**config.mk**
```make
export PLATFORM = sky130hd
export DESIGN_NAME = pwm_generator
export DESIGN_NICKNAME = d
export VERILOG_FILES = /design/src/verilog/motor_pkg.sv /design/src/verilog/pwm_generator.sv
export SDC_FILE = /design/constraint.sdc
export NUM_CORES = 1
export LEC_CHECK = 0
export BUFFER_PORTS_ARGS = -buffer_cell sky130_fd_sc_hd__buf_2
export CORE_UTILIZATION = 45
export DETAILED_ROUTE_END_ITERATION = 12
export PLACE_DENSITY = 0.72
export SYNTH_ARGS = -nofsm -noshare
export SYNTH_HDL_FRONTEND = slang
export SYNTH_SLANG_ARGS = --single-unit
```
**constraint.sdc**
```tcl
create_clock -name fpga_clk_50 -period 1.95 [get_ports fpga_clk_50]
set_input_delay 0.0975 -clock fpga_clk_50 [delete_from_list [all_inputs] [get_ports fpga_clk_50]]
set_output_delay 0.0975 -clock fpga_clk_50 [all_outputs]
set_load 0.02 [all_outputs]
```
**src/verilog/motor_pkg.sv**
```systemverilog
// motor speed loop definitions
package motor_pkg;

	// ==================================================
	// channel count and data widths
	// ==================================================
	localparam int num_motors = 2;               // motor channels built by the top

	typedef logic signed [31:0] count_t;          // encoder position
	typedef logic signed [15:0] speed_t;          // steps per sample window
	typedef logic        [7:0]  duty_t;           // pwm duty, also the pwm phase
	typedef logic        [16:0] gain_t;           // 9.8 fixed point gain
	typedef logic signed [1:0]  dir_t;            // 01 fwd, 11 rev, 00 stop
	typedef logic signed [17:0] err_t;            // error and integrator, room for +-65535
	typedef logic signed [47:0] acc_t;            // pid products and sum

	// speed saturation bounds
	localparam int speed_max = 2 ** ($bits(speed_t) - 1) - 1;
	localparam int speed_min = -(2 ** ($bits(speed_t) - 1));

	// ==================================================
	// timing
	// ==================================================
	localparam int sample_period = 250000;        // 5 ms at 50 MHz
	localparam int timer_w       = $clog2(sample_period);
	typedef logic [timer_w-1:0] timer_t;

	localparam int filter_len = 8;                // cycles a line must hold still
	typedef logic [$clog2(filter_len)-1:0] filter_cnt_t;

	localparam int pwm_period = 255;              // phase runs 0..254

	// pid scaling and limits
	localparam int gain_frac   = 8;               // fraction bits of the gains
	localparam int duty_max    = 255;
	localparam int integ_limit = 65535;           // integrator clamp, both signs

	// gray positions of the encoder, value is {a, b}
	typedef enum logic [1:0] {
		quad_00 = 2'b00,
		quad_01 = 2'b01,
		quad_11 = 2'b11,
		quad_10 = 2'b10
	} quad_state_t;

endpackage

```
**src/verilog/pwm_generator.sv**
```systemverilog
// motor pwm output
`timescale 1ns/100ps

module pwm_generator (
	input  logic             fpga_clk_50,
	input  logic             hps_fpga_reset_n,
	input  motor_pkg::duty_t duty,
	output logic             pwm
);
	import motor_pkg::*;

	duty_t phase;                                 // 0 .. pwm_period-1
	duty_t duty_q;                                // duty for the running period

	always_ff @(posedge fpga_clk_50 or negedge hps_fpga_reset_n)
	begin
		if (!hps_fpga_reset_n)
		begin
			phase  <= '0;
			duty_q <= '0;
			pwm    <= 1'b0;
		end
		else
		begin
			if (phase == duty_t'(pwm_period - 1))
			begin
				phase  <= '0;
				duty_q <= duty;                       // new duty lands with phase 0
			end
			else
				phase <= phase + 1'b1;
			// registered, one cycle behind the phase
			pwm <= (phase < duty_q);                // 255 never drops, phase tops at 254
		end
	end

endmodule

```
==> results.yml <==
run_status:
  status: "complete, no violations"
yosys:
  yosysSeqAreaShare_pct: 45.33
  yosys_warnings: 0
  synth_adder_area_share_pct: 12.00
  netlist_area_sq_um: 938.4
  synth_xor_area_share_pct: 1.867
  synthesis.nets: 99
  syn_inst: 80
  synth_compound_area_share_pct: 9.333
  synth-simple-area-share_pct: 12.13
  synth_mux_area_share_pct: 13.20
  ys_ff_latch: 17
  ys_types: 25
  synth_top_family_by_area: "multiplexers"
  avgSynthCellArea_sq_um: 11.73
detailed_routing:
  via_count: 633
  drt_iter0_markers: 3
  via_per_inst: 5.231
  wl_per_cell_um: 13.24
  first_pass_iters: 5
  detail_route.drc_violations: 0
  postRouteAntennaNets: 0
  routed_wl_mm: 1.602
sta:
  period_minus_slack_ps: 1662
  fin_tns_setup_ps: 0
  skew_ps: 0.4792
  hold_viol: 0
  max_freq_mhz: 601.7
  rsz0062_at_grt: "no"
  slew_viol_final: 0
  setup_viol: 0
  hold_ws_ps: 26.97
  worstMarginPinSlew_ps: 416.8
  relSlewSlack_pct: 72.15
  min_period_over_period_pct: 85.23
clock_tree:
  clk_transition_reported_paths_ps: 100
  root_buffer: "clkbuf_4"
  numCtsBuffers: 3
  cts_sinks: 17
  clock_path_buffers: 2
  clock_latency_ps: 290
  htreeDepth: 1
  cts_resized: 0
  cts_setup_buffers: 0
  cts_hold_buf: 1
  cts_tree: "yes"
place:
  place.port_buffers: 10
  place_area_sq_um: 1002
  place_congestion: 0.7750
  dp.cells: 116
  hpwl_mm: 1.229
run:
  maxCapViolCount: 0
min_path:
  hp-start: "duty[1]"
  min_to: "duty_q[1]"
  hold_class: "input pin to flop"
  whs_path_depth: 2
setup_path:
  r2r_start: "phase[0]"
  worstPathCellList: "inv_1, ha_1, nand4_4, nor2_4, mux2_2"
  r2r_slack_ps: 290
  critPathTopFamily: "simple AND/OR/NAND/NOR gates"
  critPathLaunchType: "flop"
  cp_slowest_cell: "dfrtp_1"
  path_buf_inv: 1
  slowest_delay_ps: 430
  crit_path_max_fanout: 12
  r2r_end: "duty_q[7]"
  worstPathRequired_ps: 2140
  cp.arrival_ps: 1850
  cp-end-kind: "flop"
  crit_type: "flop to flop"
  rr_worst_depth: 5
die:
  die-area_sq_um: 2272
  die_w_um: 47.67
  placementRows: 16
  ioPinCount: 11
  core_area_sq_um: 1962
  start_util_pct: 47.83
  fp.dieH_um: 47.67
final_layout:
  nFillCells: 197
  mostFrequentLayoutCells: "dfrtp_1 (17), inv_1 (10), buf_2 (10)"
  syn2layout_area_growth_pct: 10.67
  final_cell_count_no_fill: 121
  seq_area_sq_um: 425.4
  finish.instance_area_sq_um: 1039
  multiInputGateArea_sq_um: 455.4
  final_common_cell: "dfrtp_1"
  drive_above_1_share_pct: 26.60
  finalNetCount: 114
  num_antenna_cells: 0
global_route:
  grt_overflow: 0
  track_usage_pct: 17.36
  grt_pass1_vias: 575
  grt_pass1_wl_mm: 2.580
  antenna_found_initial: 0
  grt_max_degree: 18
power_and_ir_drop:
  ir_worst_vdd_mv: 0.3981
  leakagePower_uw: 0.0005039
  power_density_nw_per_um2: 540.0
## cell usage after synthesis
cell	count	area, sq um
xor2_1	1	8.760
xnor2_1	1	8.760
inv_1	10	37.54
o211ai_1	1	7.510
nand3_1	4	20.02
nand4_1	1	6.260
a21oi_1	3	15.01
mux2_4	6	90.09
and3_1	1	6.260
nand4_4	1	21.27
o21a_1	1	7.510
dfrtp_1	17	425.4
or3_1	2	12.51
nor2_1	5	18.77
o21ba_2	1	10.01
a221oi_1	1	8.760
a21o_1	3	22.52
o21ai_0	2	10.01
nor2_4	1	11.26
a31oi_1	1	6.260
mux2_2	3	33.78
buf_12	1	20.02
ha_1	9	112.6
nand2_1	3	11.26
nand2b_1	1	6.260
## flip-flops by register name, indices dropped and copies added (netlist names)
register,count
pwm,1
phase,8
duty_q,8
## worst max-delay path by stage
stage,depth (start not counted),startpoint,endpoint
finish,5,phase[0],duty_q[7]
global route,5,phase[0],duty_q[0]
CTS,5,phase[0],duty_q[7]
detailed placement,5,phase[0],duty_q[7]
global placement,5,phase[0],duty_q[0]
floorplan,6,phase[0],duty_q[1]
## metal layers
metal | share of wire [%] | track usage [%] | wire (um) | up-vias
li1 | - | - | - | 303
met1 | 44 | 20.80 | 698 | 310
met2 | 51 | 29.04 | 819 | 18
met3 | 4.9 | 7.925 | 78 | 2
met4 | 0.37 | 3.333 | 6 | 0
met5 | 0 | 0 | 0 | -
## through the flow
step	util [%]	setup WS [ps]	total power [uW]
2_1_floorplan	-	514.8	359.6
3_3_place_gp	51.08	326.8	374.7
3_5_place_dp	51.08	279.7	375.2
4_1_cts	52.93	270.9	571.1
5_1_grt	52.93	192.3	590.2
6_report	52.93	288.0	560.8
## where the power goes
| part | switching [uW] | total, uW | internal (uW) |
|---|---|---|---|
| clock | 112 | 192 | 79.6 |
| combinational | 8.88 | 16.7 | 7.84 |
| sequential | 0 | 352 | 352 |
| total | 121 | 561 | 440 |
## cells by family after synthesis
group,count (synthesis)
and+or+nand+nor,19
adders and majority gates,9
muxes,9
AOI/OAI and AO/OA,13
DFF,17
xor gates and xnor gates,2
buffers and inverters,11
## layout make-up
type,count,area share [%]
multi-input cells,52,43.86
flip-flops and latches,17,40.96
repair buffers,11,5.783
inverters,10,3.614
well taps,27,3.253
clock buffers,4,2.530
Note: power is estimated with default switching activity, not from simulation.
