<file path="src/verilog/motor_pkg.sv">
// motor speed loop definitions
package motor_pkg;

	// ==================================================
	// channel count and data widths
	// ==================================================
	localparam int num_motors = 2;               // motor channels built by the top

	typedef logic signed [31:0] count_t;          // encoder position
	typedef logic signed [15:0] speed_t;          // steps per sample window
	typedef logic        [7:0]  duty_t;           // pwm duty, also the pwm phase
	typedef logic        [16:0] gain_t;           // 9.8 fixed point gain
	typedef logic signed [1:0]  dir_t;            // 01 fwd, 11 rev, 00 stop
	typedef logic signed [17:0] err_t;            // error and integrator, room for +-65535
	typedef logic signed [47:0] acc_t;            // pid products and sum

	// speed saturation bounds
	localparam int speed_max = 2 ** ($bits(speed_t) - 1) - 1;
	localparam int speed_min = -(2 ** ($bits(speed_t) - 1));

	// ==================================================
	// timing
	// ==================================================
	localparam int sample_period = 250000;        // 5 ms at 50 MHz
	localparam int timer_w       = $clog2(sample_period);
	typedef logic [timer_w-1:0] timer_t;

	localparam int filter_len = 8;                // cycles a line must hold still
	typedef logic [$clog2(filter_len)-1:0] filter_cnt_t;

	localparam int pwm_period = 255;              // phase runs 0..254

	// pid scaling and limits
	localparam int gain_frac   = 8;               // fraction bits of the gains
	localparam int duty_max    = 255;
	localparam int integ_limit = 65535;           // integrator clamp, both signs

	// gray positions of the encoder, value is {a, b}
	typedef enum logic [1:0] {
		quad_00 = 2'b00,
		quad_01 = 2'b01,
		quad_11 = 2'b11,
		quad_10 = 2'b10
	} quad_state_t;

endpackage

</file>
<file path="src/verilog/pid_controller.sv">
// pid speed controller
`timescale 1ns/100ps

module pid_controller (
	input  logic              fpga_clk_50,
	input  logic              hps_fpga_reset_n,
	input  logic              speed_valid,
	input  motor_pkg::speed_t speed,
	input  motor_pkg::duty_t  setpoint_mag,
	input  motor_pkg::dir_t   setpoint_dir,
	input  motor_pkg::gain_t  kp,
	input  motor_pkg::gain_t  ki,
	input  motor_pkg::gain_t  kd,
	output motor_pkg::duty_t  duty,
	output logic              dir_a,
	output logic              dir_b
);
	import motor_pkg::*;

	err_t setpoint;                               // signed target, +-255
	err_t err_now;
	err_t integ;                                  // clamped running sum of error
	err_t integ_next;
	err_t prev_err;                               // error of the last window
	acc_t integ_sum;                              // unclamped, wide
	acc_t err_diff;
	acc_t u_sum;                                  // gains still in 9.8 format
	acc_t u;
	acc_t u_mag;

	// ==================================================
	// error terms
	// ==================================================
	assign setpoint  = err_t'($signed({1'b0, setpoint_mag})) * err_t'(setpoint_dir);
	assign err_now   = setpoint - err_t'(speed);
	assign integ_sum = acc_t'(integ) + acc_t'(err_now);
	assign err_diff  = acc_t'(err_now) - acc_t'(prev_err);

	// integrator clamp, both signs
	always_comb
	begin
		if (integ_sum > acc_t'(integ_limit))
			integ_next = err_t'(integ_limit);
		else if (integ_sum < -acc_t'(integ_limit))
			integ_next = -err_t'(integ_limit);
		else
			integ_next = err_t'(integ_sum);
	end

	// ==================================================
	// control output
	// ==================================================
	// gains are unsigned, zero extend before the signed multiply
	assign u_sum = acc_t'($signed({1'b0, kp})) * acc_t'(err_now)
		+ acc_t'($signed({1'b0, ki})) * acc_t'(integ_next)
		+ acc_t'($signed({1'b0, kd})) * err_diff;
	assign u     = u_sum >>> gain_frac;           // drop the fraction, keep sign
	assign u_mag = (u < 0) ? -u : u;

	always_ff @(posedge fpga_clk_50 or negedge hps_fpga_reset_n)
	begin
		if (!hps_fpga_reset_n)
		begin
			integ    <= '0;
			prev_err <= '0;
			duty     <= '0;
			dir_a    <= 1'b0;
			dir_b    <= 1'b0;
		end
		else if (speed_valid)                     // once per window
		begin
			integ    <= integ_next;
			prev_err <= err_now;
			duty     <= (u_mag > acc_t'(duty_max)) ? duty_t'(duty_max) : duty_t'(u_mag);
			dir_a    <= (u > 0);                    // bridge 10 forward
			dir_b    <= (u < 0);                    // bridge 01 reverse, 00 brake
		end
	end

	a_dir_exclusive: assert property (@(posedge fpga_clk_50) disable iff (!hps_fpga_reset_n)
		!(dir_a && dir_b))
		else $error("both bridge direction pins high");

endmodule

</file>
<file path="config.mk">
export PLATFORM = sky130hd
export DESIGN_NAME = pid_controller
export DESIGN_NICKNAME = d
export VERILOG_FILES = /design/src/verilog/motor_pkg.sv /design/src/verilog/pid_controller.sv
export SDC_FILE = /design/constraint.sdc
export NUM_CORES = 2
export LEC_CHECK = 0
export ABC_AREA = 1
export BUFFER_PORTS_ARGS = -buffer_cell sky130_fd_sc_hd__buf_2
export CAP_MARGIN = 30
export CORE_MARGIN = 2
export CORE_UTILIZATION = 56
export DETAILED_ROUTE_END_ITERATION = 10
export HOLD_SLACK_MARGIN = 0.12
export PLACE_DENSITY_LB_ADDON = 0.2
export RECOVER_POWER = 25
export SLEW_MARGIN = 20
export SYNTH_ARGS = -nofsm -noshare
export SYNTH_HDL_FRONTEND = slang
export SYNTH_SLANG_ARGS = --single-unit
export TNS_END_PERCENT = 20
</file>
<file path="constraint.sdc">
create_clock -name fpga_clk_50 -period 13.5 [get_ports fpga_clk_50]
set_clock_uncertainty 0.2 [all_clocks]
set_input_delay 2.025 -clock fpga_clk_50 [delete_from_list [all_inputs] [get_ports fpga_clk_50]]
set_output_delay 2.025 -clock fpga_clk_50 [all_outputs]
set_load 0.02 [all_outputs]
</file>
==> run metrics <==
Slowest-stage cell, CP=fa_2; vias after detailed routing=32300; yosys warns=0; antenna violations before repair=5; Routed Antenna Nets=0; Max clock buf depth=2; Hold Path Cell Cnt=2; hold endpoint=prev_err[14]; vias in the first global route=33900; worst slew pin tran=3.30 ns; top cell type's share of synthesized area=0.454; syn nets=6198; Yosys cell types=44; hold path start=prev_err[14]; Hold Buf Count CTS=0; GRT Total Usage=0.361; area leader, netlist=fa_1; DRC=0; Async SR Flop Fraction=1.00; synth top area cells=fa_1 45%, inv_1 14%, ha_1 13%, nand2_1 12%, nor2_1 4.7%; Register Area=0.00113 mm2; final hold violations=0; grt ovf=0; DR vias/cell=approximately 5.2; CTS H-tree lvls=2; die footprint=0.0691 mm2; post-route cell area=0.0437 mm2; worst stage delay on the critical path=roughly 0.63 ns; clock slew seen by the registers of the worst setup and hold paths=roughly 0.08 ns; Net count, final=6651; Routability Congestion=1.01; layout cell share with drive strength beyond 1=0.162; setup slack after layout=-1.62 ns; CTS Root Cell=clkbuf_16; most numerous cell on the critical path=nand2_1; # diodes=0; hold slack=between 0.2 and 0.3 ns; num ports=90; Top FF cell, synth=dfrtp_1; violated checks=max-capacitance violations, max-slew violations, negative setup slack; worst setup path category=input pin to flop; die width=approximately 260 um; post-place setup slack=-2.25 ns; Final setup viols=10; final core occ=0.661; multi-input logic area=around 0.032 mm2; clock sink count=45; Worst EP arrival=approximately 15 ns; first drt pass iteration count=6; final worst-path cycle share=1.12; TritonCTS Buffers=5; number of synthesized flops with an enable pin=0; core box area=0.0661 mm2; Area Growth Syn to Fin=16.3%; filler instances=between 5000 and 6000; r2r endpoint=duty[7]; Register-to-Register Path Depth=54; status=complete, but fails checks; first-pass GRT wire length=190000 um; sequential share of the synthesized area=0.0300; worst reg-to-reg setup slack=around 2.3 ns; crit end category=flop; Slew Viols, Final=46; most frequent cells in the layout=1360 x inv_1, 1107 x nand2_1, 825 x fa_1; Syn Inst Count=slightly below 5000; Worst-Skew Late Latency=0.32 ns; initial drt markers=2301; total wire length=120000 um; Seq cells post-synth=45; maximum clock frequency=66.1 MHz; Rows=94; CP required=13.52 ns; DP HPWL=about 110000 um; commonest non-fill, non-tap cell in the layout=inv_1; syn avg cell area=7.72 um2; Crit Path Max Fanout=8; Post-Syn Area=0.0376 mm2; slew margin rel.=-1.20; Initial Utilization=0.568; Avg WL per Cell=19.4 um; worst hold path class=flop to flop; Max Cap Viol=1; I/O Buffers=a little under 90; RSZ-0062 raised after global routing=yes; Placed Area=between 0.04 and 0.05 mm2; CP startpoint kind=input pin; RR Startpoint=integ[0]; Die Ht=263 um; min cycle time layout=~15 ns; largest net degree at the start of global routing=between 60 and 70; TritonCTS clock tree=built
==> synthesized netlist by cell type, drive strengths merged, types with 10 or more instances <==
cell type / n
inv: 1392
nand2: 1185
fa: 852
nor2: 478
ha: 399
nand3: 99
clkbuf: 87
a21oi: 73
o21ai: 64
dfrtp: 45
buf: 38
or2: 29
xor2: 20
clkinv: 17
nand4: 16
xnor2: 15
nand3b: 13
nor3: 10
==> routing by layer <==
metal | up-vias | GRT usage | part of all wire
met2 | 1311 | 0.597 | 0.46
met5 | - | 0 | 0.00049
met4 | 10 | 0.159 | 0.058
li1 | 14800 | - | -
met3 | 330 | 0.0632 | 0.084
met1 | 15900 | 0.468 | 0.40
==> critical path, delay by kind of cell <==
kind / cells / cell delay, ns
compound gates: 4 / 0.53
fa+ha+maj: 15 / 6.66
buf+inv: 15 / 1.31
simple gates: 41 / 4.60
==> metrics by stage <==
step / instances / TNS (ns)
floorplan: 4867 / -6.29
global placement: 6150 / -20.18
detailed placement: 6150 / -21.40
CTS: 6173 / -14.38
global route: 6184 / -21.23
finish: 6184 / -15.35
==> logic make-up after synthesis <==
logic type / count (synthesis) / share of synthesized area
compound gates: 162 / 0.0239
simple gates: 1840 / 0.196
fa+ha+maj: 1251 / 0.587
flops: 45 / 0.0300
buf+inv: 1534 / 0.155
xor+xnor: 35 / 0.00816
==> worst max path at each step <==
stage                    start      end  slack (ns)
2_1_floorplan  setpoint_dir[1]  duty[0]       -0.74
3_3_place_gp   setpoint_dir[1]  duty[1]       -2.12
3_5_place_dp   setpoint_dir[1]  duty[2]       -2.25
4_1_cts        setpoint_dir[1]  duty[6]       -1.52
5_1_grt        setpoint_mag[0]  duty[7]       -2.23
6_report       setpoint_mag[0]  duty[7]       -1.62
==> registers in the layout (all words and copies together), names as in the netlist <==
signal / count
prev_err: 17
dir_a: 1
integ: 18
duty: 8
dir_b: 1
==> area by class of cell <==
type | count | share of cell area
Multi-Input combinational cell | 3291 | 0.725
Clock inverter | 2 | 0.000802
Timing Repair Buffer | 568 | 0.0991
Sequential cell | 45 | 0.0258
Tap cell | 864 | 0.0247
Inverter | 1409 | 0.122
Clock buffer | 5 | 0.00286
==> repair_timing <==
action / in CTS / in global routing
setup endpoints to repair: 10 / 10
gates cloned: 4 / 1
pin swaps: 36 / 78
gates resized for setup: 78 / 139
setup buffers: 12 / 10
Power is not shown: default switching activity piles up to over one toggle a cycle in this logic, so the estimate is an artifact.
