<file path="src/verilog/motor_pkg.sv">
// motor speed loop definitions
package motor_pkg;

	// ==================================================
	// channel count and data widths
	// ==================================================
	localparam int num_motors = 2;               // motor channels built by the top

	typedef logic signed [31:0] count_t;          // encoder position
	typedef logic signed [15:0] speed_t;          // steps per sample window
	typedef logic        [7:0]  duty_t;           // pwm duty, also the pwm phase
	typedef logic        [16:0] gain_t;           // 9.8 fixed point gain
	typedef logic signed [1:0]  dir_t;            // 01 fwd, 11 rev, 00 stop
	typedef logic signed [17:0] err_t;            // error and integrator, room for +-65535
	typedef logic signed [47:0] acc_t;            // pid products and sum

	// speed saturation bounds
	localparam int speed_max = 2 ** ($bits(speed_t) - 1) - 1;
	localparam int speed_min = -(2 ** ($bits(speed_t) - 1));

	// ==================================================
	// timing
	// ==================================================
	localparam int sample_period = 250000;        // 5 ms at 50 MHz
	localparam int timer_w       = $clog2(sample_period);
	typedef logic [timer_w-1:0] timer_t;

	localparam int filter_len = 8;                // cycles a line must hold still
	typedef logic [$clog2(filter_len)-1:0] filter_cnt_t;

	localparam int pwm_period = 255;              // phase runs 0..254

	// pid scaling and limits
	localparam int gain_frac   = 8;               // fraction bits of the gains
	localparam int duty_max    = 255;
	localparam int integ_limit = 65535;           // integrator clamp, both signs

	// gray positions of the encoder, value is {a, b}
	typedef enum logic [1:0] {
		quad_00 = 2'b00,
		quad_01 = 2'b01,
		quad_11 = 2'b11,
		quad_10 = 2'b10
	} quad_state_t;

endpackage

</file>
<file path="src/verilog/sample_timer.sv">
// speed sample strobe
`timescale 1ns/100ps

module sample_timer (
	input  logic fpga_clk_50,
	input  logic hps_fpga_reset_n,
	output logic sample_tick
);
	import motor_pkg::*;

	timer_t tick_cnt;                             // 0 .. sample_period-1

	always_ff @(posedge fpga_clk_50 or negedge hps_fpga_reset_n)
	begin
		if (!hps_fpga_reset_n)
		begin
			tick_cnt    <= '0;
			sample_tick <= 1'b0;
		end
		else if (tick_cnt == timer_t'(sample_period - 1))
		begin
			tick_cnt    <= '0;
			sample_tick <= 1'b1;                    // one cycle at the wrap
		end
		else
		begin
			tick_cnt    <= tick_cnt + 1'b1;
			sample_tick <= 1'b0;
		end
	end

	a_tick_single: assert property (@(posedge fpga_clk_50) disable iff (!hps_fpga_reset_n)
		sample_tick |=> !sample_tick)
		else $error("sample strobe held for two cycles");

endmodule

</file>
<file path="config.mk">
export PLATFORM = sky130hd
export DESIGN_NAME = sample_timer
export DESIGN_NICKNAME = d
export VERILOG_FILES = /design/src/verilog/motor_pkg.sv /design/src/verilog/sample_timer.sv
export SDC_FILE = /design/constraint.sdc
export NUM_CORES = 1
export LEC_CHECK = 0
export ABC_CLOCK_PERIOD_IN_PS = 1900
export BUFFER_PORTS_ARGS = -buffer_cell sky130_fd_sc_hd__buf_2
export CAP_MARGIN = 20
export CORE_ASPECT_RATIO = 1.25
export CORE_MARGIN = 5
export CORE_UTILIZATION = 40
export CTS_CLUSTER_DIAMETER = 100
export DETAILED_ROUTE_END_ITERATION = 10
export HOLD_SLACK_MARGIN = 0.02
export PLACE_DENSITY = 0.6
export SYNTH_ARGS = -nofsm -noshare
export SYNTH_HDL_FRONTEND = slang
export SYNTH_SLANG_ARGS = --single-unit
</file>
<file path="constraint.sdc">
create_clock -name fpga_clk_50 -period 1.9 [get_ports fpga_clk_50]
set_input_delay 0.285 -clock fpga_clk_50 [delete_from_list [all_inputs] [get_ports fpga_clk_50]]
set_output_delay 0.285 -clock fpga_clk_50 [all_outputs]
set_load 0.01 [all_outputs]
</file>
==> results.py, run 1 <==
metrics = {
    "critical_path": {
        "crit_family": "simple AND/OR/NAND/NOR gates",
        "critical_path.slowest_cell": "nor4_1",
        "critPathArrivalTime_ps": 1790,
        "cp.required_ps": 2080,
        "path_cells": "ha_1 -> nand4_1 -> nor4_1 -> xnor2_1 -> nor2_1",
        "start_kind": "flop",
        "cp_slowest_stage_delay_ps": 420,
        "path_class": "reg2reg",
        "critPathBufInv": 0,
        "end_kind": "flop",
        "crit_fanout": 4,
    },
    "die": {
        "start_util_pct": 41.8,
        "std_cell_rows": 19,
        "pin_count": 3,
        "core_area_um2": 2190,
        "die_h_um": 63.5,
        "dieWidth_um": 52.8,
        "dieArea_um2": 3350,
    },
    "timing": {
        "clock_skew_ps": 3.93,
        "worst_pin_slew_ps": 416,
        "setup_tns_ps": 0,
        "clock.fmax_mhz": 623,
        "drv_slew": 0,
        "hold_viol_final": 0,
        "slew_headroom_pct": 72.3,
        "min_period_ps": 1610,
        "finalSetupViolations": 0,
        "rsz0062_at_grt": "false",
        "finalCritPeriodShare_pct": 84.5,
    },
    "drt": {
        "drcViolationCount": 0,
        "routed_via_density": 5.11,
        "routedWlPerCell_um": 12.9,
        "ant_nets": 0,
        "wirelength_um": 1550,
        "num_vias": 613,
        "firstDrtPassIters": 5,
        "drtIter0Drc": 25,
    },
    "cells_and_area": {
        "final_layout_size_suffix_gt1_share_pct": 13.5,
        "fin_area_um2": 1010,
        "n_antenna_cell": 0,
        "syn_to_final_growth_pct": 10.1,
        "final_nets": 93,
        "fin_cells": 120,
    },
    "synthesis": {
        "synth_top_area_share_pct": 52.0,
        "yosys.area.top_type": "dfrtp_1",
        "dominantRegCellSynth": "dfrtp_1",
        "syn_area_um2": 915,
        "synthArstFlopShare_pct": 100,
        "synth.area.top_cells": "dfrtp_1, xnor2_1, xor2_1",
        "synth-seq-cells": 19,
        "synth_cell_type_count": 24,
        "syn_nets": 84,
        "ys_seq_area_share_pct": 52.0,
        "ys_warn_count": 0,
        "avgSynthCellArea_um2": 11.3,
        "synth-edff-count": 0,
        "synthCells": 81,
    },
    "grt": {
        "grt_pass1_wl_um": 3040,
        "grt_overflow": 0,
        "grt_util_all_layers_pct": 12.1,
        "grt_max_degree": 20,
        "antenna_found_initial": 0,
        "grt_pass1_vias": 667,
    },
    "placed_design": {
        "dp.cells": 115,
        "hpwlAfterDp_um": 1120,
        "port_buffers": 2,
        "placed_area_um2": 971,
        "routabilityCongestion": 0.694,
    },
    "pwr": {
        "vdd_drop_max_v": 0.000388,
        "p_leak_nw": 0.473,
        "powerDensity_nw_per_um2": 612,
    },
    "hold_path": {
        "min_path_type": "in2async",
    },
    "clock_network": {
        "cts_max_path_buffers": 2,
        "worstSkewPairLatency_ps": 290,
        "cts_root_buf": "clkbuf_4",
        "cts_buffers": 3,
        "tritoncts": "yes",
        "clk_pin_slew_ps": 110,
        "cts-htree-levels": 1,
        "cts_num_sinks": 19,
        "postCtsSetupRepairBufs": 0,
    },
    "status": {
        "status": "complete, no violations",
    },
    "run": {
        "cap_violations": 0,
    },
}
-- cell usage in the layout (no fill, tap or decap) --
cell type      count
dfrtp_1           19
nor2_1            12
xnor2_1            8
nand2_1            6
xor2_1             6
nand3_1            4
nor4_1             4
nor3_1             3
clkbuf_4           3
nand4_1            2
and4_1             2
and3_1             2
buf_2              2
nand4_4            1
nand3b_1           1
or4b_4             1
nor3_4             1
and4bb_2           1
nor4_4             1
mux2i_1            1
a31oi_1            1
nor3_2             1
inv_1              1
nor2b_1            1
a21oi_1            1
ha_1               1
clkbuf_1           1
dlygate4sd3_1      1
buf_4              1
-- synth_stat cells (2+ instances only) --
cell type and count:
and4_1 2, and3_1 2, nor2_1 12, nand4_1 2, nand3_1 4, xnor2_1 8
nand2_1 6, dfrtp_1 19, xor2_1 6, nor4_1 4, nor3_1 3
-- power by group --
group	leakage (nW)	switching, mW	internal [mW]
clock network	0.0150	0.121	0.0817
logic	0.207	0.00765	0.00209
registers	0.251	0	0.404
total	0.473	0.129	0.488
-- final timing paths --
kind                                        from                     end  slack, ps  cells after the start
max in group asynchronous       hps_fpga_reset_n  tick_cnt[10]$_DFF_PN0_       1150                      2
setup reg to reg           tick_cnt[0]$_DFF_PN0_  tick_cnt[16]$_DFF_PN0_        290                      5
min in group fpga_clk_50   tick_cnt[0]$_DFF_PN0_   tick_cnt[0]$_DFF_PN0_        500                      1
setup / recovery           tick_cnt[0]$_DFF_PN0_  tick_cnt[16]$_DFF_PN0_        290                      5
hold / removal                  hps_fpga_reset_n   tick_cnt[0]$_DFF_PN0_        450                      2
hold reg to reg            tick_cnt[0]$_DFF_PN0_   tick_cnt[0]$_DFF_PN0_        500                      1
-- metal layers --
| metal | share of wire [%] | vias up | wire length (um) | track usage (%) |
|---|---|---|---|---|
| met5 | 0 | - | 0 | 0 |
| met4 | 1.6 | 0 | 25 | 6.39 |
| met3 | 1.4 | 4 | 21 | 2.83 |
| met2 | 51 | 5 | 788 | 18.5 |
| met1 | 46 | 302 | 716 | 15.6 |
| li1 | - | 302 | - | - |
-- stage by stage --
stage	worst slack (ps)	hold WS, ps	utilization (%)	power (mW)
floorplan	442	-10.6	-	0.412
global placement	350	246	44.4	0.421
detailed placement	294	244	44.4	0.421
CTS	268	455	46.1	0.623
global route	120	514	46.1	0.645
finish	294	452	46.1	0.616
-- worst register-to-register path, cell delays in order, from the launching register on --
cell and delay, ps:
dfrtp_1 410, ha_1 220, nand4_1 200, nor4_1 420, xnor2_1 180, nor2_1 60
-- state kept, by name (all words and copies together) (netlist names) --
| signal | count |
|---|---|
| sample_tick | 1 |
| tick_cnt | 18 |
-- cell type report --
| type | count | area [um2] |
|---|---|---|
| tap | 31 | 38.8 |
| sequential | 19 | 475 |
| fill | 221 | 1180 |
| timing repair buffer | 4 | 27.5 |
| inverter | 1 | 3.75 |
| multi-input combinational | 61 | 435 |
| clock buffer | 4 | 26.3 |
-- cells by family (layout without fill, tap and decap cells) --
| kind of cell | Yosys count | in the layout | synth area share (%) |
|---|---|---|---|
| xor gates and xnor gates | 14 | 14 | 13.4 |
| and+or+nand+nor | 43 | 43 | 30.5 |
| DFF | 19 | 19 | 52.0 |
| buffers and inverters | 1 | 9 | 0.410 |
| adders and majority gates | 1 | 1 | 1.37 |
| muxes | 1 | 1 | 1.09 |
| AOI/OAI and AO/OA | 2 | 2 | 1.23 |
-- what timing repair did --
action | in CTS | in global routing
hold buffers | 1 | 0
gates resized for setup | 0 | 0
endpoints found under the hold margin | 19 | 0
Note: power is estimated with default switching activity, not from simulation.
==> run 2, diff against run 1 <==
--- a/config.mk
+++ b/config.mk
@@ -5,7 +5,7 @@
 export SDC_FILE = /design/constraint.sdc
 export NUM_CORES = 1
 export LEC_CHECK = 0
-export ABC_CLOCK_PERIOD_IN_PS = 1900
+export ABC_CLOCK_PERIOD_IN_PS = 1500
 export BUFFER_PORTS_ARGS = -buffer_cell sky130_fd_sc_hd__buf_2
 export CAP_MARGIN = 20
 export CORE_ASPECT_RATIO = 1.25
==> constraint.sdc (replaced) <==
create_clock -name fpga_clk_50 -period 1.5 [get_ports fpga_clk_50]
set_input_delay 0.225 -clock fpga_clk_50 [delete_from_list [all_inputs] [get_ports fpga_clk_50]]
set_output_delay 0.225 -clock fpga_clk_50 [all_outputs]
set_load 0.01 [all_outputs]
==> results.py, run 2 (synthesis gave the netlist of run 1 again) <==
metrics = {
    "status": {
        "status": "complete, no violations",
    },
    "placed_design": {
        "port_buffers": 2,
        "routabilityCongestion": 0.756,
        "hpwlAfterDp_um": 1190,
    },
    "timing": {
        "finalCritPeriodShare_pct": 99.1,
        "hold_viol_final": 0,
        "rsz0062_at_grt": "true",
        "finalSetupViolations": 0,
        "worst_pin_slew_ps": 417,
        "clock.fmax_mhz": 673,
        "drv_slew": 0,
        "slew_headroom_pct": 72.2,
        "clock_skew_ps": 2.00,
        "min_period_ps": 1490,
    },
    "die": {
        "dieWidth_um": 52.8,
        "core_area_um2": 2190,
        "start_util_pct": 41.8,
        "dieArea_um2": 3350,
        "std_cell_rows": 19,
        "die_h_um": 63.5,
        "pin_count": 3,
    },
    "clock_network": {
        "tritoncts": "yes",
        "cts_num_sinks": 19,
        "cts_root_buf": "clkbuf_4",
        "worstSkewPairLatency_ps": 290,
        "cts-htree-levels": 1,
        "clk_pin_slew_ps": 110,
        "cts_max_path_buffers": 2,
        "cts_buffers": 3,
    },
    "pwr": {
        "powerDensity_nw_per_um2": 659,
        "switching_power_uw": 165,
        "pwr-share-clk_pct": 32.7,
        "power_uw": 779,
        "vdd_drop_max_v": 0.000656,
        "intPower_uw": 614,
        "power_frac_comb_pct": 1.6,
        "p_sw_share_pct": 21.2,
        "p_leak_nw": 0.571,
        "pwr-share-seq_pct": 65.7,
    },
    "critical_path": {
        "critPathBufInv": 1,
        "path_cells": "buf_6 -> nand4_4 -> nor4_4 -> mux2i_1 -> nor3_2",
        "end_kind": "flop",
        "path_class": "reg2reg",
        "critical_path.slowest_cell": "dfrtp_1",
        "crit_family": "simple AND/OR/NAND/NOR gates",
        "critPathArrivalTime_ps": 1680,
        "cp_slowest_stage_delay_ps": 430,
        "reg2regPathDepth": 5,
        "cp.depth": 5,
        "crit_fanout": 6,
        "cp.required_ps": 1690,
        "start_kind": "flop",
    },
    "drt": {
        "drcViolationCount": 0,
        "drtIter0Drc": 11,
        "routed_via_density": 4.89,
        "firstDrtPassIters": 4,
        "num_vias": 660,
        "ant_nets": 0,
        "wirelength_um": 1770,
        "routedWlPerCell_um": 13.1,
    },
    "cells_and_area": {
        "final_common_cell": "dfrtp_1",
        "syn_to_final_growth_pct": 29.1,
        "top_regs": "tick_cnt x18, sample_tick x1",
        "final_nets": 108,
        "largest_reg_flops": 18,
        "finish.utilization_pct": 54.0,
        "n_antenna_cell": 0,
        "final_cell_mix": "dfrtp_1, buf_4, nor2_1, xnor2_1",
        "n_fill_cell": 210,
        "top_register": "tick_cnt",
        "final_layout_size_suffix_gt1_share_pct": 34.6,
    },
    "grt": {
        "grt_pass1_wl_um": 3070,
        "antenna_found_initial": 0,
        "grt_util_all_layers_pct": 12.1,
        "grt_max_degree": 20,
        "grt_overflow": 0,
        "grt_pass1_vias": 685,
    },
    "hold_path": {
        "min_path_type": "in2async",
    },
    "run": {
        "cap_violations": 0,
    },
}
[run 2: power groups by stage]
stage	Clock [mW]	Sequential [mW]	Combinational (mW)
4_1_cts	0.266	0.512	0.0134
3_5_place_dp	0	0.522	0.0115
5_1_grt	0.290	0.512	0.0152
2_1_floorplan	0	0.522	0.000000189
6_report	0.254	0.512	0.0122
3_3_place_gp	0	0.522	0.0112
[run 2: cell type report]
class	instances	area, um2	share of cell area (%)
clock inverters	1	5.00	0.424
flip-flops and latches	19	478	40.5
well taps	31	38.8	3.28
inverters	1	3.75	0.318
clock buffers	3	22.5	1.91
multi-input cells	61	477	40.4
repair buffers	19	156	13.2
[run 2: final timing paths]
path	slack [ps]	to	from
setup / recovery	10	tick_cnt[15]$_DFF_PN0_	tick_cnt[7]$_DFF_PN0_
hold / removal	380	tick_cnt[0]$_DFF_PN0_	hps_fpga_reset_n
setup reg to reg	10	tick_cnt[15]$_DFF_PN0_	tick_cnt[7]$_DFF_PN0_
hold reg to reg	530	tick_cnt[11]$_DFF_PN0_	tick_cnt[11]$_DFF_PN0_
max in group asynchronous	800	tick_cnt[5]$_DFF_PN0_	hps_fpga_reset_n
min in group fpga_clk_50	530	tick_cnt[11]$_DFF_PN0_	tick_cnt[11]$_DFF_PN0_
[run 2: what timing repair did]
action	4_1_cts	5_1_grt
endpoints found under the setup margin	10	12
hold endpoints to repair	19	0
gates resized for setup	2	8
hold buffers	1	0
buffers inserted	1	4
pin swaps	2	3
[run 2: per-stage QoR]
stage	hold slack [ps]	cell area, um2	setup WS, ps	TNS [ps]	instances
after floorplan	-70.6	915	41.8	0	81
after global routing	431	1180	-82.3	-682	135
final	384	1180	13.3	0	135
after detailed placement	189	1050	-20.9	-72.4	125
after global placement	183	1050	13.5	0	125
after CTS	396	1120	0.168	0	131
[run 2: layer usage]
metal | vias to the layer above | share of wire [%] | track usage [%] | routed length (um)
li1 | 334 | - | - | -
met1 | 323 | 46 | 15.5 | 807
met2 | 1 | 52 | 19.9 | 919
met3 | 2 | 1.0 | 2.12 | 18
met4 | 0 | 1.1 | 4.79 | 19
met5 | - | 0 | 0 | 0
