--- config.mk ---
export PLATFORM = sky130hd
export DESIGN_NAME = speed_meter
export DESIGN_NICKNAME = d
export VERILOG_FILES = /design/src/verilog/motor_pkg.sv /design/src/verilog/speed_meter.sv
export SDC_FILE = /design/constraint.sdc
export NUM_CORES = 1
export LEC_CHECK = 0
export BUFFER_PORTS_ARGS = -buffer_cell sky130_fd_sc_hd__buf_2
export CELL_PAD_IN_SITES_DETAIL_PLACEMENT = 1
export CELL_PAD_IN_SITES_GLOBAL_PLACEMENT = 2
export CORE_MARGIN = 1
export CORE_UTILIZATION = 30
export CTS_CLUSTER_SIZE = 25
export DETAILED_ROUTE_END_ITERATION = 7
export PLACE_DENSITY = 0.77
export SLEW_MARGIN = 0
export SYNTH_ARGS = -nofsm -noshare
export SYNTH_HDL_FRONTEND = slang
export SYNTH_SLANG_ARGS = --single-unit
--- constraint.sdc ---
create_clock -name fpga_clk_50 -period 4.4 [get_ports fpga_clk_50]
set_clock_uncertainty 0.1 [all_clocks]
set_input_delay 0.88 -clock fpga_clk_50 [delete_from_list [all_inputs] [get_ports fpga_clk_50]]
set_output_delay 0.88 -clock fpga_clk_50 [all_outputs]
set_load 0.02 [all_outputs]
--- src/verilog/motor_pkg.sv ---
// motor speed loop definitions
package motor_pkg;

	// ==================================================
	// channel count and data widths
	// ==================================================
	localparam int num_motors = 2;               // motor channels built by the top

	typedef logic signed [31:0] count_t;          // encoder position
	typedef logic signed [15:0] speed_t;          // steps per sample window
	typedef logic        [7:0]  duty_t;           // pwm duty, also the pwm phase
	typedef logic        [16:0] gain_t;           // 9.8 fixed point gain
	typedef logic signed [1:0]  dir_t;            // 01 fwd, 11 rev, 00 stop
	typedef logic signed [17:0] err_t;            // error and integrator, room for +-65535
	typedef logic signed [47:0] acc_t;            // pid products and sum

	// speed saturation bounds
	localparam int speed_max = 2 ** ($bits(speed_t) - 1) - 1;
	localparam int speed_min = -(2 ** ($bits(speed_t) - 1));

	// ==================================================
	// timing
	// ==================================================
	localparam int sample_period = 250000;        // 5 ms at 50 MHz
	localparam int timer_w       = $clog2(sample_period);
	typedef logic [timer_w-1:0] timer_t;

	localparam int filter_len = 8;                // cycles a line must hold still
	typedef logic [$clog2(filter_len)-1:0] filter_cnt_t;

	localparam int pwm_period = 255;              // phase runs 0..254

	// pid scaling and limits
	localparam int gain_frac   = 8;               // fraction bits of the gains
	localparam int duty_max    = 255;
	localparam int integ_limit = 65535;           // integrator clamp, both signs

	// gray positions of the encoder, value is {a, b}
	typedef enum logic [1:0] {
		quad_00 = 2'b00,
		quad_01 = 2'b01,
		quad_11 = 2'b11,
		quad_10 = 2'b10
	} quad_state_t;

endpackage

--- src/verilog/speed_meter.sv ---
// window speed measurement
`timescale 1ns/100ps

module speed_meter (
	input  logic              fpga_clk_50,
	input  logic              hps_fpga_reset_n,
	input  logic              sample_tick,
	input  motor_pkg::count_t count,
	output motor_pkg::speed_t speed,
	output logic              speed_valid
);
	import motor_pkg::*;

	count_t last_count;                           // count at the previous tick
	count_t delta;                                // steps in this window

	assign delta = count - last_count;            // wraps cleanly on 32 bit rollover

	always_ff @(posedge fpga_clk_50 or negedge hps_fpga_reset_n)
	begin
		if (!hps_fpga_reset_n)
		begin
			last_count  <= '0;                      // count also starts at 0
			speed       <= '0;
			speed_valid <= 1'b0;
		end
		else
		begin
			speed_valid <= sample_tick;             // pulse one cycle after the tick
			if (sample_tick)
			begin
				last_count <= count;
				// clip to the speed range
				if (delta > count_t'(speed_max))
					speed <= speed_t'(speed_max);
				else if (delta < count_t'(speed_min))
					speed <= speed_t'(speed_min);
				else
					speed <= speed_t'(delta);
			end
		end
	end

endmodule

==> flow_summary_export.csv, run 1 <==
group,metric,value,unit
status,run_status,"completed",
timing,max_freq,0.246,GHz
logic_synthesis,synth-edff-count,0,
floorplanning,core.rowCount,41,
route,drc_violation_count_after_routing,0,
power,totalPowerFinal,0.00183,W
setup_path,critical_path_class,"in -> reg",
placed_design,dpl-instance-area,4530,µm²
route,num_vias,3767,
setup_path,crit_family,"compound AO/OA/AOI/OAI gates",
clock_tree,cts_tree,"built",
floorplanning,die-height,118,µm
power,power.net_switching,0.000746,W
logic_synthesis,post_syn_area_per_cell,8.21,µm²
logic_synthesis,synth_largest_area_cell,"dfrtp_1",
logic_synthesis,synth.top_cell.area_share,30.4,%
logic_synthesis,yosysWarningCount,0,
route,first_iter_violations,176,
cells_and_area,drive_gt1_share,19.9,%
clock_tree,clock_insertion_delay_worst_skew,0.30,ns
setup_path,crit_path_top_delay_cell,"a2111oi_4",
cells_and_area,nets_final,608,
logic_synthesis,list_of_most_frequent_post_synthesis_cells,"56 x nand2_1, 52 x o21ai_0, 49 x dfrtp_1, 41 x nor2_1, 40 x inv_1",
timing,slew_headroom,49.5,%
power,p_per_area,390,nW/µm²
flow_run,cap_violations,0,
setup_path,worst-endpoint-arrival,4.19,ns
hold_path,worstHoldPathType,"reg -> reg",
floorplanning,core_area,12900,µm²
floorplanning,chipWidth,118,µm
timing,post_route_setup_tns,0,ns
clock_tree,numCtsBuffers,5,
logic_synthesis,synth_most_common_cell,"nand2_1",
timing,report.final.hold_viol_count,0,
logic_synthesis,yosysUniqueCellTypes,62,
power,p_leak,2.07,nW
grt,overflow,0,
route,drt.antenna.violating_nets,0,
placed_design,dp.final_hpwl,8.88,mm
timing,period_share,92.5,%
clock_tree,clk_pin_slew_worst_paths,0.07,ns
logic_synthesis,ffs_w_async_s_r_synth,100,%
setup_path,critical_path.endpoint_type,"register",
floorplanning,design.portCount,52,
power,power.share.switching,40.8,%
power,comb_power_share,45.7,%
cells_and_area,syn_to_final_growth,16.2,%
timing,report.final.setup_viol,0,
route,detail_route.wl_per_cell,16.1,µm
power,power.share.clock,23.0,%
setup_path,reg2reg_setup_slack,0.65,ns
logic_synthesis,ys_dominant_reg_cell,"dfrtp_1",
logic_synthesis,synth.cell_area,4030,µm²
floorplanning,start_util,31.3,%
timing,timing_worst_slew_pin_value,0.757,ns
timing,rsz0062_at_grt,"false",
setup_path,cp-start-kind,"input port",
logic_synthesis,seq_area_frac_synth,30.4,%
logic_synthesis,syn_inst,491,
clock_tree,postCtsSetupRepairBufs,0,
setup_path,max_stage_delay,0.42,ns
power,register_share_of_total_power,31.4,%
setup_path,worst-endpoint-required,4.52,ns
grt,grt_pass1_wl,19.2,mm
route,drt-vias-per-instance,5.28,
power,worst_vdd_drop,125,µV
timing,period_needed,4.07,ns
clock_tree,numClockSinks,49,
setup_path,critical_path_cell_sequence,"buf_2 -> inv_1 -> ha_1 -> fa_1 -> and2b_2 -> o2111ai_4 -> a2111oi_4 -> o31ai_2 -> o41ai_2 -> xor2_1 -> nand4_1 -> nor4_2 -> a21oi_2 -> buf_12 -> o22ai_1",
logic_synthesis,post_synth_main_area_contributors,"dfrtp_1 30%, ha_1 9.6%, o21ai_0 6.5%",
clock_tree,master_cell_of_the_clock_root_buffer,"clkbuf_16",
logic_synthesis,synth-seq-cells,49,
route,first_pass_iters,5,
setup_path,cp_num_buf_inv,3,
cells_and_area,diodes,0,
clock_tree,clk_path_buf_depth,2,
grt,grt_pass1_vias,3855,
floorplanning,die-area,13900,µm²
power,cell_internal_pwr,0.00108,W
route,wl,11.5,mm
grt,grt_antenna_before_repair,0,
timing,slew_violations,0,
setup_path,critical_path.max_fanout,10,
cells_and_area,nFillCells,1571,
placed_design,port_buffers,51,
placed_design,place_congestion,0.869,
clock_tree,maximum_level_of_the_cts_h_tree,2,
clock_tree,cts-hold-fix-buffers,0,
cells_and_area,fin_area,4680,µm²
cells_and_area,utilization,36.4,%
grt,grt_start_max_net_pins,57,
clock_tree,cts.repair.resized,0,
logic_synthesis,syn_nets,558,
grt,gr-usage-all-layers,16.9,%
sequential cells by signal, indices dropped and copies added, names as in the netlist:
name and cells:
speed 16, last_count 32, speed_valid 1
final cells by class:
cell class	count	area, µm²	area share, %
clock inverter	2	17.5	0.374
multi-input combinational	381	2560	54.6
clock buffer	6	139	2.96
tap	172	215	4.59
sequential	49	1230	26.2
timing repair buffer	64	378	8.07
inverter	40	150	3.21
worst paths after layout:
path / from / to / depth (start not counted)
worst max-delay path: count[0] / speed[4] / 15
worst min-delay path: speed[15] / speed[15] / 2
worst max register to register: last_count[0] / speed[4] / 13
worst min register to register: speed[15] / speed[15] / 2
max in group asynchronous: hps_fpga_reset_n / last_count[21] / 2
min in group asynchronous: hps_fpga_reset_n / last_count[2] / 2
cell families after synthesis:
family	share of synthesized area, %
xor gates and xnor gates	5.00
buffers and inverters	6.08
muxes	0.559
AOI/OAI and AO/OA	28.6
DFF	30.4
and+or+nand+nor	19.2
adders and majority gates	10.1
through the flow:
step / setup WS, ns / std cells / hold WS [ns]
after floorplan: 0.473 / 491 / 0.385
after global placement: 0.125 / 706 / 0.366
after detailed placement: 0.0283 / 706 / 0.386
after CTS: 0.315 / 714 / 0.404
after global routing: 0.0737 / 714 / 0.451
final: 0.330 / 714 / 0.401
metal layers:
metal  global-route usage (%)  routed length [µm]  vias to the layer above
li1                         -                   -                     1856
met1                     23.0                5500                     1853
met2                     28.2                5490                       52
met3                     2.18                 368                        6
met4                     4.33                 114                        0
met5                        0                   0                        -
power groups by stage:
stage	Sequential, W	Combinational [W]	Clock (W)
floorplan	0.000631	0.000524	0
detailed placement	0.000583	0.000833	0
CTS	0.000576	0.000839	0.000433
finish	0.000574	0.000835	0.000420
global route	0.000585	0.000914	0.000451
global placement	0.000581	0.000816	0
worst reg2reg max path, cell delays in order, from the launching register on:
cell and delay [ns]:
dfrtp_1 0.39, ha_1 0.21, fa_1 0.38, and2b_2 0.27
o2111ai_4 0.17, a2111oi_4 0.42, o31ai_2 0.14, o41ai_2 0.33
xor2_1 0.21, nand4_1 0.14, nor4_2 0.33, a21oi_2 0.25
buf_12 0.21, o22ai_1 0.11
cell usage in the layout, fill, tap and decap left out, types with 3 or more instances in the layout:
| cell type | n |
|---|---|
| nand2_1 | 56 |
| o21ai_0 | 52 |
| buf_2 | 51 |
| dfrtp_1 | 49 |
| nor2_1 | 41 |
| inv_1 | 40 |
| ha_1 | 31 |
| a21oi_1 | 27 |
| nand3_1 | 13 |
| xor2_1 | 12 |
| nor3_1 | 12 |
| xnor2_1 | 11 |
| o22ai_2 | 11 |
| buf_4 | 11 |
| o211ai_1 | 9 |
| nand4_1 | 9 |
| a21o_1 | 8 |
| nor2b_1 | 7 |
| o21a_1 | 6 |
| or2_2 | 5 |
| nand2b_1 | 5 |
| o22ai_1 | 5 |
| clkbuf_16 | 5 |
| o2111ai_1 | 4 |
| a211oi_1 | 3 |
| o21ai_1 | 3 |
| and3_1 | 3 |
| or3_1 | 3 |
| nor4_1 | 3 |
Note: power is estimated with default switching activity, not from simulation.
==> run 2, diff against run 1 <==
Settings changed: ABC_AREA set to 1, PLACE_DENSITY 0.77 to 0.82.
==> run 2 against run 1 <==
Die area is 20% higher. Critical path depth is 3 higher. Critical endpoint is now speed[6]. Final cell count is 46% higher. Final area is 18% higher. Area after synthesis is 21% higher. First-iteration DRC count is 8.5% lower. Critical path type unchanged. Sequential power is 3% lower. Maximum frequency is 12% higher. Power is 5.5% higher.
==> flow_summary_export.csv, run 2 <==
group,metric,value,unit
placed_design,place_congestion,0.825,
grt,gr-usage-all-layers,18.5,%
grt,overflow,0,
setup_path,max_stage_delay,0.55,ns
setup_path,cp_num_buf_inv,3,
grt,grt_start_max_net_pins,78,
floorplanning,core.rowCount,46,
cells_and_area,final_cell_count_no_fill,1046,
floorplanning,die-area,16700,µm²
setup_path,crit_path_top_delay_cell,"a21oi_4",
floorplanning,design.portCount,52,
clock_tree,maximum_level_of_the_cts_h_tree,2,
logic_synthesis,yosysWarningCount,0,
route,first_pass_iters,7,
clock_tree,postCtsSetupRepairBufs,0,
route,drt.antenna.violating_nets,0,
clock_tree,master_cell_of_the_clock_root_buffer,"clkbuf_16",
setup_path,critical_path.max_fanout,15,
clock_tree,cts-hold-fix-buffers,0,
setup_path,critical_path_class,"in -> reg",
cells_and_area,nFillCells,2181,
cells_and_area,largest_register_ff_count,32,
cells_and_area,top_register,"last_count",
cells_and_area,mostFrequentLayoutCell,"nand2_1",
timing,report.final.hold_viol_count,0,
cells_and_area,reg.largest.list,"last_count (32), speed (16), speed_valid (1)",
timing,period_needed,3.63,ns
route,drt-vias-per-instance,4.48,
setup_path,worst-endpoint-required,4.47,ns
logic_synthesis,yosys.area_share.xor_xnor,3.58,%
floorplanning,chipWidth,129,µm
setup_path,crit_family,"simple AND/OR/NAND/NOR gates",
logic_synthesis,post_syn_area_per_cell,6.24,µm²
status,run_status,"completed",
cells_and_area,diodes,0,
floorplanning,die-height,129,µm
clock_tree,clock_insertion_delay_worst_skew,0.31,ns
logic_synthesis,synth.cell_area,4860,µm²
logic_synthesis,synth_most_common_cell,"nand2_1",
power,register_share_of_total_power,28.7,%
timing,max_freq,0.276,GHz
logic_synthesis,post_synth_main_area_contributors,"dfrtp_1 25%, nand2_1 22%, inv_1 11%",
cells_and_area,drive_gt1_share,16.9,%
setup_path,critical_path_cell_sequence,"buf_2 -> inv_1 -> ha_1 -> fa_1 -> inv_1 -> nand2_1 -> nand2_1 -> nand4_1 -> nand3_1 -> nand2_1 -> nand2_1 -> nand2_1 -> nand2_1 -> nand3_1 -> nor2_1 -> nand4_2 -> a21oi_4 -> a21oi_1",
logic_synthesis,synth-compound-area-share,8.67,%
clock_tree,numClockSinks,49,
power,cell_internal_pwr,0.00109,W
clock_tree,clk_pin_slew_worst_paths,0.08,ns
power,power.share.switching,43.5,%
grt,grt_pass1_wl,23.7,mm
timing,slew_headroom,54.1,%
timing,post_route_setup_tns,0,ns
route,num_vias,4686,
cells_and_area,mostFrequentLayoutCells,"284 x nand2_1, 149 x inv_1, 51 x buf_2, 49 x nor2_1, 49 x dfrtp_1",
setup_path,cp-start-kind,"input port",
placed_design,dp.final_hpwl,12.0,mm
route,wl,14.5,mm
logic_synthesis,ffs_w_async_s_r_synth,100,%
timing,period_share,82.4,%
cells_and_area,syn_to_final_growth,13.3,%
power,p_leak,3.12,nW
logic_synthesis,yosys.area_share.adder,8.38,%
route,detail_route.wl_per_cell,13.8,µm
hold_path,worstHoldPathType,"reg -> reg",
timing,report.final.setup_viol,0,
timing,slew_violations,0,
grt,grt_pass1_vias,4691,
setup_path,critical_path.endpoint_type,"register",
setup_path,worst-endpoint-arrival,3.69,ns
setup_path,worst_path_most_repeated_cell,"nand2_1",
flow_run,cap_violations,0,
floorplanning,start_util,30.6,%
grt,grt_antenna_before_repair,0,
logic_synthesis,synth.top_cell.area_share,25.2,%
power,power.share.clock,24.4,%
logic_synthesis,seq_area_frac_synth,25.2,%
placed_design,placed_cells_incl_taps,1038,
route,first_iter_violations,161,
clock_tree,numCtsBuffers,5,
clock_tree,cts.repair.resized,0,
logic_synthesis,ys_dominant_reg_cell,"dfrtp_1",
logic_synthesis,yosysUniqueCellTypes,34,
logic_synthesis,largest_family_of_logic_cells_by_synthesized_area,"simple AND/OR/NAND/NOR gates",
route,drc_violation_count_after_routing,0,
timing,rsz0062_at_grt,"false",
power,power.net_switching,0.000840,W
logic_synthesis,synth-edff-count,0,
power,p_per_area,350,nW/µm²
logic_synthesis,list_of_most_frequent_post_synthesis_cells,"284 x nand2_1, 149 x inv_1, 49 x dfrtp_1, 49 x nor2_1, 43 x nand3_1",
logic_synthesis,syn_nets,846,
clock_tree,cts_tree,"built",
logic_synthesis,synth_largest_area_cell,"dfrtp_1",
cells_and_area,utilization,34.7,%
cells_and_area,nets_final,896,
timing,timing_worst_slew_pin_value,0.688,ns
floorplanning,core_area,15900,µm²
logic_synthesis,syn_inst,779,
logic_synthesis,synth-seq-cells,49,
logic_synthesis,post_synth_mux_area_share,0,%
power,worst_vdd_drop,155,µV
power,comb_power_share,46.9,%
clock_tree,clk_path_buf_depth,2,
placed_design,port_buffers,51,
logic_synthesis,synth_simple_gate_area_share,40.8,%
## run 2: layout make-up
cell class | instances | area, µm² | area share (%)
Clock buffer | 5 | 125 | 2.27
Clock inverter | 3 | 47.5 | 0.862
Inverter | 156 | 586 | 10.6
Multi-Input combinational cell | 564 | 2990 | 54.2
Sequential cell | 49 | 1230 | 22.2
Tap cell | 216 | 270 | 4.90
Timing Repair Buffer | 53 | 270 | 4.90
## run 2: worst paths after layout
check	slack, ns	to	startpoint	depth (start not counted)
min	0.39	speed[15]	speed[15]	2
min reg2reg	0.39	speed[15]	speed[15]	2
min in group asynchronous	0.60	last_count[10]	hps_fpga_reset_n	2
max reg2reg	1.08	speed[6]	last_count[0]	16
max	0.77	speed[6]	count[0]	18
max in group asynchronous	3.16	speed[2]	hps_fpga_reset_n	2
## run 2: worst reg2reg max path, delay by kind of cell (launching register included)
family / cells / cell delay, ns
and+or+nand+nor: 11 / 1.22
DFF: 1 / 0.39
adders and majority gates: 2 / 0.65
AOI/OAI and AO/OA: 2 / 0.70
buffers and inverters: 1 / 0.13
## run 2: cell families after synthesis
group / after synthesis
buffers and inverters: 166
XOR/XNOR: 19
flip-flops: 49
AND/OR/NAND/NOR: 445
AO/OA/AOI/OAI: 68
adder cells (fa/ha/maj): 32
## run 2: power by group through the flow
stage	Sequential, W	Combinational [W]	Clock, W
3_3_place_gp	0.000562	0.000903	0
2_1_floorplan	0.000619	0.000607	0
5_1_grt	0.000564	0.00102	0.000505
4_1_cts	0.000556	0.000917	0.000493
6_report	0.000554	0.000905	0.000470
3_5_place_dp	0.000564	0.000914	0
## run 2: layer usage
layer	global-route usage (%)	wire length [µm]	up-vias
met3	2.60	421	21
li1	-	-	2447
met1	25.3	7440	2158
met5	0	0	-
met4	6.44	362	0
met2	29.8	6260	60
## run 2: stage by stage
step                hold slack [ns]  total power, W  setup slack (ns)  area, µm²
finish                        0.387         0.00193             0.775       5510
CTS                           0.394         0.00197             0.776       5510
floorplan                     0.357         0.00123              1.31       4860
global placement              0.373         0.00147             0.533       5340
detailed placement            0.377         0.00148             0.444       5340
global route                  0.413         0.00209             0.522       5510
